==> config.mk <==
export PLATFORM = sky130hd
export DESIGN_NAME = acia
export DESIGN_NICKNAME = d
export VERILOG_FILES = /design/src/rtl/serial_frame_pkg.sv /design/src/rtl/acia_reg_pkg.sv /design/src/rtl/acia.sv /design/src/rtl/acia_tx.sv /design/src/rtl/acia_rx.sv
export SDC_FILE = /design/constraint.sdc
export NUM_CORES = 1
export LEC_CHECK = 0
export ABC_CLOCK_PERIOD_IN_PS = 2450
export BUFFER_PORTS_ARGS = -buffer_cell sky130_fd_sc_hd__buf_2
export CAP_MARGIN = 5
export CORE_ASPECT_RATIO = 0.7
export CORE_MARGIN = 4
export CORE_UTILIZATION = 50
export DETAILED_ROUTE_END_ITERATION = 8
export PLACE_DENSITY_LB_ADDON = 0.1
export RECOVER_POWER = 25
export SLEW_MARGIN = 15
export SYNTH_ARGS = -nofsm -noshare
export SYNTH_HDL_FRONTEND = slang
export SYNTH_SLANG_ARGS = --single-unit
==> constraint.sdc <==
create_clock -name clk -period 2.45 [get_ports clk]
set_input_delay 0.1225 -clock clk [delete_from_list [all_inputs] [get_ports clk]]
set_output_delay 0.1225 -clock clk [all_outputs]
set_load 0.005 [all_outputs]
==> src/rtl/serial_frame_pkg.sv <==
// ==========================================================
// frame is fixed 8N1; state codes shared by both bit engines
// ==========================================================
package serial_frame_pkg;

	// data bits per frame, lsb first on the line
	localparam int data_bits = 8;

	// bit engine state encoding
	localparam int state_w = 2;

	localparam logic [state_w-1:0] st_idle	= 2'd0;	// line idle, waiting
	localparam logic [state_w-1:0] st_start	= 2'd1;	// start bit
	localparam logic [state_w-1:0] st_data	= 2'd2;	// data bits
	localparam logic [state_w-1:0] st_stop	= 2'd3;	// stop bit

endpackage

==> src/rtl/acia_reg_pkg.sv <==
// ==========================================================
// register map of the reduced 6850 ACIA; only rs selects a register
// word_select is stored in the control word but has no effect
// ==========================================================
package acia_reg_pkg;

	// control word, msb first as written on the bus
	typedef struct packed
	{
		logic		receive_interrupt_enable;	// bit 7
		logic [1:0]	tx_control;					// bits 6:5
		logic [2:0]	word_select;				// bits 4:2, kept only
		logic [1:0]	counter_divide_select;		// bits 1:0
	} ctrl_fields_t;

	// one bus byte, seen as control fields or as a tx data byte
	typedef union packed
	{
		ctrl_fields_t	ctrl;	// control register write
		logic [7:0]		data;	// transmit data write
	} bus_word_u;

	// counter divide select code that holds rx/tx in reset
	localparam logic [1:0] cds_master_reset = 2'b11;

	// tx control code that lets txe raise irq
	localparam logic [1:0] tx_ctrl_irq_en = 2'b01;

	// status byte bit positions
	localparam int stat_irq		= 7;	// irq pending
	localparam int stat_parity	= 6;	// never set, no parity
	localparam int stat_overrun	= 5;	// mirrors rx error
	localparam int stat_framing	= 4;	// rx error
	localparam int stat_cts_n	= 3;	// tied active
	localparam int stat_dcd_n	= 2;	// tied active
	localparam int stat_txe		= 1;	// tx data empty
	localparam int stat_rxf		= 0;	// rx data full

endpackage
==> src/rtl/acia.sv <==
// ==========================================================
// reduced 6850 ACIA, 8N1 only, rate set by clk_freq/sym_rate
// no back-pressure; software must poll txe before each send
// ==========================================================
`timescale 1ns/1ps

module acia #(
	parameter int clk_freq = 32768,	// system clock in Hz
	parameter int sym_rate = 2400	// bit rate
)
(
	input  logic		clk,	// system clock
	input  logic		rst,	// system reset
	input  logic		cs,		// chip select
	input  logic		we,		// write enable
	input  logic		rs,		// 0 ctrl/status, 1 data
	input  logic		rx,		// serial in
	input  logic [7:0]	din,	// bus write data
	output logic [7:0]	dout,	// bus read data, registered
	output logic		tx,		// serial out
	output logic		irq		// interrupt request, active high
);
	acia_reg_pkg::bus_word_u	din_word;		// din seen both ways
	acia_reg_pkg::ctrl_fields_t	ctrl_q;			// control register
	logic						ctrl_wr;		// control register write
	logic						tx_start;		// data register write
	logic						rd_data;		// data register read
	logic						serial_rst;		// rx/tx reset
	logic						tx_busy;
	logic						prev_tx_busy;	// for busy falling edge
	logic						txe;			// tx data empty
	logic						rxf;			// rx data full
	logic [7:0]					rx_dat;
	logic						rx_stb;
	logic						rx_err;
	logic [7:0]					status;

	assign din_word = din;

	// bus decode
	assign ctrl_wr = cs & we & ~rs;
	assign tx_start = cs & we & rs;
	assign rd_data = cs & ~we & rs;

	// control register, word_select kept but unused
	always_ff @(posedge clk)
	begin
		if (rst)
			ctrl_q <= '0;
		else if (ctrl_wr)
			ctrl_q <= din_word.ctrl;
	end

	// cds 11 holds the serial section in reset
	assign serial_rst = rst |
		(ctrl_q.counter_divide_select == acia_reg_pkg::cds_master_reset);

	// txe clears on send, sets once the frame is out
	always_ff @(posedge clk)
	begin
		if (serial_rst)
		begin
			txe <= 1'b1;
			prev_tx_busy <= 1'b0;
		end
		else
		begin
			prev_tx_busy <= tx_busy;
			if (tx_start)
				txe <= 1'b0;	// even if tx ignores it
			else if (prev_tx_busy & ~tx_busy)
				txe <= 1'b1;
		end
	end

	// rxf sets after each frame, clears on data read
	always_ff @(posedge clk)
	begin
		if (serial_rst)
			rxf <= 1'b0;
		else if (rx_stb)
			rxf <= 1'b1;
		else if (rd_data)
			rxf <= 1'b0;
	end

	// status byte
	always_comb
	begin
		status = 8'h00;
		status[acia_reg_pkg::stat_irq] = irq;
		status[acia_reg_pkg::stat_parity] = 1'b0;		// no parity
		status[acia_reg_pkg::stat_overrun] = rx_err;	// one error flag
		status[acia_reg_pkg::stat_framing] = rx_err;
		status[acia_reg_pkg::stat_cts_n] = 1'b0;		// no modem lines
		status[acia_reg_pkg::stat_dcd_n] = 1'b0;
		status[acia_reg_pkg::stat_txe] = txe;
		status[acia_reg_pkg::stat_rxf] = rxf;
	end

	// read mux, dout holds until next read
	always_ff @(posedge clk)
	begin
		if (rst)
			dout <= 8'h00;
		else if (cs & ~we)
			dout <= rs ? rx_dat : status;
	end

	// interrupt, combinational
	assign irq = (rxf & ctrl_q.receive_interrupt_enable) |
		((ctrl_q.tx_control == acia_reg_pkg::tx_ctrl_irq_en) & txe);

	acia_rx #(
		.clk_freq	(clk_freq),
		.sym_rate	(sym_rate)
	) u_rx (
		.clk		(clk),
		.rst		(serial_rst),
		.rx_serial	(rx),
		.rx_dat		(rx_dat),
		.rx_stb		(rx_stb),
		.rx_err		(rx_err)
	);

	acia_tx #(
		.clk_freq	(clk_freq),
		.sym_rate	(sym_rate)
	) u_tx (
		.clk		(clk),
		.rst		(serial_rst),
		.tx_dat		(din_word.data),	// same byte, data view
		.tx_start	(tx_start),
		.tx_serial	(tx),
		.tx_busy	(tx_busy)
	);

endmodule

==> src/rtl/acia_tx.sv <==
// ==========================================================
// 8N1 transmitter; tx_start while busy is dropped
// ==========================================================
`timescale 1ns/1ps

module acia_tx #(
	parameter int clk_freq = 32768,	// system clock in Hz
	parameter int sym_rate = 2400	// bit rate
)
(
	input  logic		clk,		// system clock
	input  logic		rst,		// serial section reset
	input  logic [7:0]	tx_dat,		// byte to send
	input  logic		tx_start,	// one cycle, send request
	output logic		tx_serial,	// line out, idles high
	output logic		tx_busy		// frame in progress
);
	localparam int sym_cnt = clk_freq / sym_rate;				// clocks per bit
	localparam int cnt_w = (sym_cnt > 1) ? $clog2(sym_cnt) : 1;
	localparam int idx_w = $clog2(serial_frame_pkg::data_bits);

	localparam logic [cnt_w-1:0] bit_last = cnt_w'(sym_cnt - 1);
	localparam logic [idx_w-1:0] idx_last = idx_w'(serial_frame_pkg::data_bits - 1);

	logic [serial_frame_pkg::state_w-1:0]	state;
	logic [cnt_w-1:0]				cnt;		// bit time down-counter
	logic [idx_w-1:0]				bit_idx;	// data bit on the line
	logic [7:0]						shreg;		// remaining data bits

	always_ff @(posedge clk)
	begin
		if (rst)
		begin
			state <= serial_frame_pkg::st_idle;
			cnt <= '0;
			bit_idx <= '0;
			tx_serial <= 1'b1;
			tx_busy <= 1'b0;
		end
		else
		begin
			case (state)
				serial_frame_pkg::st_idle:
				begin
					if (tx_start)
					begin
						shreg <= tx_dat;
						tx_serial <= 1'b0;	// start bit
						tx_busy <= 1'b1;
						cnt <= bit_last;
						state <= serial_frame_pkg::st_start;
					end
				end
				serial_frame_pkg::st_start:
				begin
					if (cnt != '0)
						cnt <= cnt - 1'b1;
					else
					begin
						tx_serial <= shreg[0];	// first data bit
						shreg <= shreg >> 1;
						bit_idx <= '0;
						cnt <= bit_last;
						state <= serial_frame_pkg::st_data;
					end
				end
				serial_frame_pkg::st_data:
				begin
					if (cnt != '0)
						cnt <= cnt - 1'b1;
					else
					begin
						cnt <= bit_last;
						if (bit_idx == idx_last)
						begin
							tx_serial <= 1'b1;	// stop bit
							state <= serial_frame_pkg::st_stop;
						end
						else
						begin
							tx_serial <= shreg[0];
							shreg <= shreg >> 1;
							bit_idx <= bit_idx + 1'b1;
						end
					end
				end
				default:	// stop bit
				begin
					if (cnt != '0)
						cnt <= cnt - 1'b1;
					else
					begin
						tx_busy <= 1'b0;	// frame done
						state <= serial_frame_pkg::st_idle;
					end
				end
			endcase
		end
	end

endmodule

==> src/rtl/acia_rx.sv <==
// ==========================================================
// 8N1 receiver; needs clk_freq/sym_rate >= 2, no oversampling vote
// ==========================================================
`timescale 1ns/1ps

module acia_rx #(
	parameter int clk_freq = 32768,	// system clock in Hz
	parameter int sym_rate = 2400	// bit rate
)
(
	input  logic		clk,		// system clock
	input  logic		rst,		// serial section reset
	input  logic		rx_serial,	// raw async line
	output logic [7:0]	rx_dat,		// last received byte
	output logic		rx_stb,		// one cycle, byte done
	output logic		rx_err		// stop bit was low
);
	localparam int sym_cnt = clk_freq / sym_rate;				// clocks per bit
	localparam int cnt_w = (sym_cnt > 1) ? $clog2(sym_cnt) : 1;
	localparam int idx_w = $clog2(serial_frame_pkg::data_bits);

	localparam logic [cnt_w-1:0] bit_last = cnt_w'(sym_cnt - 1);		// full bit
	localparam logic [cnt_w-1:0] half_last = cnt_w'(sym_cnt / 2 - 1);	// to mid-bit
	localparam logic [idx_w-1:0] idx_last = idx_w'(serial_frame_pkg::data_bits - 1);

	logic [1:0]						sync_q;		// 2-flop synchronizer
	logic							rx_prev;	// for edge detect
	logic [serial_frame_pkg::state_w-1:0]	state;
	logic [cnt_w-1:0]				cnt;		// mid-bit down-counter
	logic [idx_w-1:0]				bit_idx;	// data bit number
	logic [7:0]						shreg;		// incoming bits, lsb first
	logic							rx_s;		// synchronized line

	assign rx_s = sync_q[1];

	// synchronizer and previous sample, idle high
	always_ff @(posedge clk)
	begin
		if (rst)
		begin
			sync_q <= 2'b11;
			rx_prev <= 1'b1;
		end
		else
		begin
			sync_q <= {sync_q[0], rx_serial};
			rx_prev <= rx_s;
		end
	end

	// bit engine
	always_ff @(posedge clk)
	begin
		if (rst)
		begin
			state <= serial_frame_pkg::st_idle;
			cnt <= '0;
			bit_idx <= '0;
			rx_dat <= 8'h00;
			rx_stb <= 1'b0;
			rx_err <= 1'b0;
		end
		else
		begin
			rx_stb <= 1'b0;	// strobe is a single cycle
			case (state)
				serial_frame_pkg::st_idle:
				begin
					if (rx_prev & ~rx_s)	// falling edge = start
					begin
						cnt <= half_last;
						state <= serial_frame_pkg::st_start;
					end
				end
				serial_frame_pkg::st_start:
				begin
					if (cnt != '0)
						cnt <= cnt - 1'b1;
					else if (rx_s)	// glitch, back to idle
						state <= serial_frame_pkg::st_idle;
					else
					begin
						cnt <= bit_last;
						bit_idx <= '0;
						state <= serial_frame_pkg::st_data;
					end
				end
				serial_frame_pkg::st_data:
				begin
					if (cnt != '0)
						cnt <= cnt - 1'b1;
					else
					begin
						shreg <= {rx_s, shreg[7:1]};	// lsb arrives first
						cnt <= bit_last;
						if (bit_idx == idx_last)
							state <= serial_frame_pkg::st_stop;
						else
							bit_idx <= bit_idx + 1'b1;
					end
				end
				default:	// stop bit
				begin
					if (cnt != '0)
						cnt <= cnt - 1'b1;
					else
					begin
						rx_dat <= shreg;	// overwrites unread byte
						rx_err <= ~rx_s;	// framing check
						rx_stb <= 1'b1;
						state <= serial_frame_pkg::st_idle;
					end
				end
			endcase
		end
	end

endmodule

After elaboration in Yosys (flattened, before gate mapping)
Cells that the tools add are included.
Widths: inputs -> output; s select.
{"block": "word_totals", "out_inout_bits": 10, "in_bits": 14, "word_cells": 143, "regBits": 65}
{"block": "op_classes", "eq_ne": 22, "addsub": 4, "n_reduce_logical": 25, "mux": 51, "n_bitwise": 19}
{"operator": "$mux 8", "count": 5}
{"operator": "$mux 4", "count": 8}
{"operator": "$pmux 8 s3", "count": 1}
{"operator": "$mux 2", "count": 11}
{"operator": "$mux 3", "count": 7}
{"operator": "$ne 2x2->1 const B", "count": 10}
{"operator": "$reduce_and 5->1", "count": 3}
{"operator": "$pmux 2 s3", "count": 2}
{"operator": "$pmux 3 s2", "count": 2}
{"operator": "$pmux 4 s3", "count": 1}
{"operator": "$reduce_bool 4->1", "count": 3}
{"operator": "$mux 1", "count": 11}
{"operator": "$and 1x1->1", "count": 9}
{"operator": "$reduce_and 3->1", "count": 3}
{"operator": "$not 1->1", "count": 8}
{"operator": "$pmux 4 s2", "count": 1}
{"operator": "$reduce_and 4->1", "count": 2}
{"operator": "$reduce_bool 2->1", "count": 4}
{"operator": "$sub 4x1->4 const B", "count": 2}
{"operator": "$add 3x1->3 const B", "count": 2}
{"operator": "$eq 2x1->1 const B", "count": 3}
{"operator": "$eq 2x2->1 const B", "count": 3}
{"operator": "$eq 3x3->1 const B", "count": 2}
{"operator": "$ne 2x1->1 const B", "count": 3}
{"operator": "other kinds (11)", "count": 15}

Logic depth before layout (Yosys ltp)
{"block": "logic_depth", "depth_word": 5, "ltp_mapped": 7}

By module
A second synthesis with hierarchy kept.
{"block": "unflattened", "cells_unflattened": 299, "area_unflattened_um2": 2987.9}
{"module": "acia_rx", "cells_each": 127, "n_inst": 1, "area_each_um2": 1302.5}
{"module": "acia_tx", "cells_each": 101, "n_inst": 1, "area_each_um2": 1023.5}
{"module": "acia", "cells_each": 71, "n_inst": 1, "area_each_um2": 661.9}

Worst setup path after synthesis
OpenSTA, ideal clock, no wires.
{"block": "synth_path", "kind": "register to register", "startpoint": "register u_tx.state[0] in the netlist's numbering", "endpoint": "register u_tx.shreg[0], enable pin", "path_buffers": 1, "path_slack_ps": 361, "path_stages_with_launch": 7, "required_ps": 2118, "arrival_ps": 1757, "cell_sequence": "dfxtp_1 > inv_1 > ha_1 > clkbuf_1 > or2_2 > a221oi_1 > and3_1"}
{"block": "synth_between", "elab_chain_len": 3}
{"item": "start: declaration", "line": "acia_tx.sv:25", "rtl": "logic [serial_frame_pkg::state_w-1:0] state;"}
{"item": "start signal: assignment", "line": "acia_tx.sv:34", "rtl": "state <= serial_frame_pkg::st_idle;"}
{"item": "start signal: assignment", "line": "acia_tx.sv:51", "rtl": "state <= serial_frame_pkg::st_start;"}
{"item": "start signal: assignment", "line": "acia_tx.sv:64", "rtl": "state <= serial_frame_pkg::st_data;"}
{"item": "$eq 2x2->1 (tied with other cells)", "line": "acia_tx.sv:42", "rtl": "case (state)"}
{"item": "$ne 2x2->1 (no line) / $reduce_bool 3->1 (equally long branches)"}
{"item": "$reduce_and 6->1 (no line) *"}
{"item": "end signal: assignment", "line": "acia_tx.sv:47", "rtl": "shreg <= tx_dat;"}
{"item": "end signal: assignment", "line": "acia_tx.sv:61", "rtl": "shreg <= shreg >> 1;"}
{"item": "end signal: assignment", "line": "acia_tx.sv:82", "rtl": "shreg <= shreg >> 1;"}
{"item": "end: declaration", "line": "acia_tx.sv:28", "rtl": "logic [7:0] shreg;"}
Every way passes the cells marked *; elsewhere a longest branch is shown, timed or not.
A chain may end at the register's enable or synchronous reset.

Final worst setup path
{"block": "layout_path", "startpoint": "register u_tx.state[0] in the netlist's numbering", "endpoint": "register u_tx.shreg[1], enable pin"}
The elaborated chain is that of the path after synthesis.

==> results.md <==
* Post-CTS Setup Bufs at 0
* Clock latency on the worst-skew pair at 340 ps
* Max-Cap Viols at 0
* Bufs on Longest Clock Path at 2
* Most common cell after layout, fill and taps aside: dfxtp_1
* Via density at 5.45
* Setup CP Type: reg -> reg
* FP Rows at 23
* Die height at 72.7 microns
* Root Driver: clkbuf_8
* Remaining antenna violation count at 0
* Core Area at 5760 sq um
* Area Growth Syn to Fin at 13.0%
* Worst Path Required at 2490 ps
* Final setup fails at 0
* Pre-antenna DRT Iters at 4
* DRC at 0
* Syn Nets at 339
* Worst Setup End Kind: register
* Via count at 2267
* Register area at 1460 sq um
* Post-Route Setup TNS at 0 ps
* WHS at 29.7 ps
* Final worst path period share at 0.874
* Startpoint Class: register
* Initial Utilization at 0.519
* # fillers at 538
* Initial antenna violation count at 0
* Grt total ovfl at 0
* Die area at 7300 sq um
* Mean Syn Cell Area at 9.64 sq um
* Layout cell share with drive strength beyond 1 at 0.155
* Routed WL at 5980 microns
* TritonCTS clock tree: built
* Io pins at 24
* Top post-synthesis cells by area: dfxtp_1 (33%), edfxtp_1 (16%), ha_1 (6.3%)
* Status: completed
* Gr usage total at 0.177
* Max FO, Critical Path at 10
* Multi-input gate area at 1440 sq um
* H-tree levels at 3
* Commonest non-fill, non-tap cells in the layout: dfxtp_1 (49), nand2_1 (43), a21oi_1 (30)
* Cell count after synthesis at 310
* HPWL after detailed placement at 4210 microns
* Lkg Pwr at 1.33 nW
* RSZ-0062 raised after global routing: no
* Post-synth top area share at 0.328
* Post-synth EDFFs at 16
* First-pass GRT wire length at 10100 microns
* Pwr dens at 926 nW/um^2
* Leading area contributor after synthesis: dfxtp_1
* Num CTS Buffers at 9
* Final Hold Viols at 0
* Initial DRC Count at 101
* Arr. time, crit path at 2180 ps
* N_diodes at 0
* Worst min path class: in -> reg
* Pwr Total at 3.12 mW
* Final nets at 365
* Final Max Tran Viols at 0
* Main synth FF type: dfxtp_1
* Worst Tran Pin Value at 758 ps
* Synthesis Warnings at 0
* Ys async rst share at 0
* Clock skew at 7.02 ps
* Cell area after synthesis at 2990 sq um
* Placer Congestion at 0.960
* Tmin final at 2140 ps
* Die W at 100 microns
* Slew margin rel. at 0.494
* Largest net degree at the start of global routing at 18
* Vias in the first global route at 2057
* Seq/Total Area, Yosys at 0.489
* Clock Pin Slew Worst Setup and Hold Paths at 80 ps
* Fmax at 467 MHz
* Yosys cell types at 52
* Worst IR drop on VDD at 0.588 mV
* Synth Register Bits at 65
* I/O Buffers at 23
* Wirelength per Cell at 14.4 microns
* Num Clock Sinks at 65
==> registers in the layout, summed over array words and instances (netlist names), 3 cells and up <==
register,cells
u_tx.bit_idx,3
u_rx.bit_idx,3
u_rx.cnt,4
u_rx.rx_dat,8
u_rx.shreg,8
u_tx.shreg,8
ctrl_q,5
u_tx.cnt,4
dout,8
==> Yosys cell counts, drive strengths merged (6+ instances only) <==
cell type  count
mux2i         10
o31ai          7
inv           10
mux2           7
nand2         43
ha            15
nand2b         9
nor2          22
a21oi         30
dfxtp         49
o21ai          6
clkbuf        11
edfxtp        16
nand3          8
==> worst max-delay path, stage by stage (launching register included) <==
cell and delay [ps]:
dfxtp_1 370, inv_1 90, ha_1 310, or2_2 320, a221oi_1 360, and3_2 380
==> routing by layer <==
layer	global-route usage	up-vias	routed length, microns
li1	-	1171	-
met4	0.0493	0	47
met3	0.0659	5	272
met2	0.241	37	2390
met5	0	-	0
met1	0.261	1054	3280
==> layout make-up <==
type / count / share of cell area
clock buffer: 10 / 0.0441
clock inverter: 6 / 0.0145
inverter: 10 / 0.0111
multi-input combinational: 222 / 0.427
sequential: 65 / 0.433
tap: 75 / 0.0278
timing repair buffer: 28 / 0.0426
==> logic make-up after synthesis <==
group | after synthesis | share of synthesized area
XOR/XNOR | 1 | 0.00293
flip-flops | 65 | 0.489
multiplexers | 17 | 0.0599
AND/OR/NAND/NOR | 117 | 0.198
AO/OA/AOI/OAI | 72 | 0.158
buffers and inverters | 23 | 0.0289
adder cells (fa/ha/maj) | 15 | 0.0628
==> what timing repair did <==
action,4_1_cts,5_1_grt
hold buffers,1,0
hold endpoints to repair,1,0
endpoints found under the setup margin,0,2
gates resized for setup,0,1
==> stage by stage <==
| stage | instances | setup slack (ps) | utilization | instance area (sq um) |
|---|---|---|---|---|
| after global placement | 399 | 273 | 0.552 | 3180 |
| final | 416 | 309 | 0.587 | 3380 |
| after detailed placement | 399 | 209 | 0.552 | 3180 |
| after floorplan | 310 | 361 | - | 2990 |
| after global routing | 416 | 118 | 0.587 | 3380 |
| after CTS | 416 | 197 | 0.588 | 3390 |
==> report_power, final <==
group          internal (mW)  switching (mW)  total, mW
sequential              1.24           0.102       1.34
clock                  0.439           0.449      0.888
combinational          0.394           0.503      0.898
==> final timing paths <==
| kind | startpoint | to | slack [ps] | cells past startpoint |
|---|---|---|---|---|
| min | din[5] | ctrl_q[5] | 30 | 3 |
| min reg2reg | u_rx.sync_q[0] | u_rx.sync_q[1] | 420 | 1 |
| max | u_tx.state[0] | u_tx.shreg[1] | 310 | 5 |
| max reg2reg | u_tx.state[0] | u_tx.shreg[1] | 310 | 5 |
(Power assumes the default switching activity.)
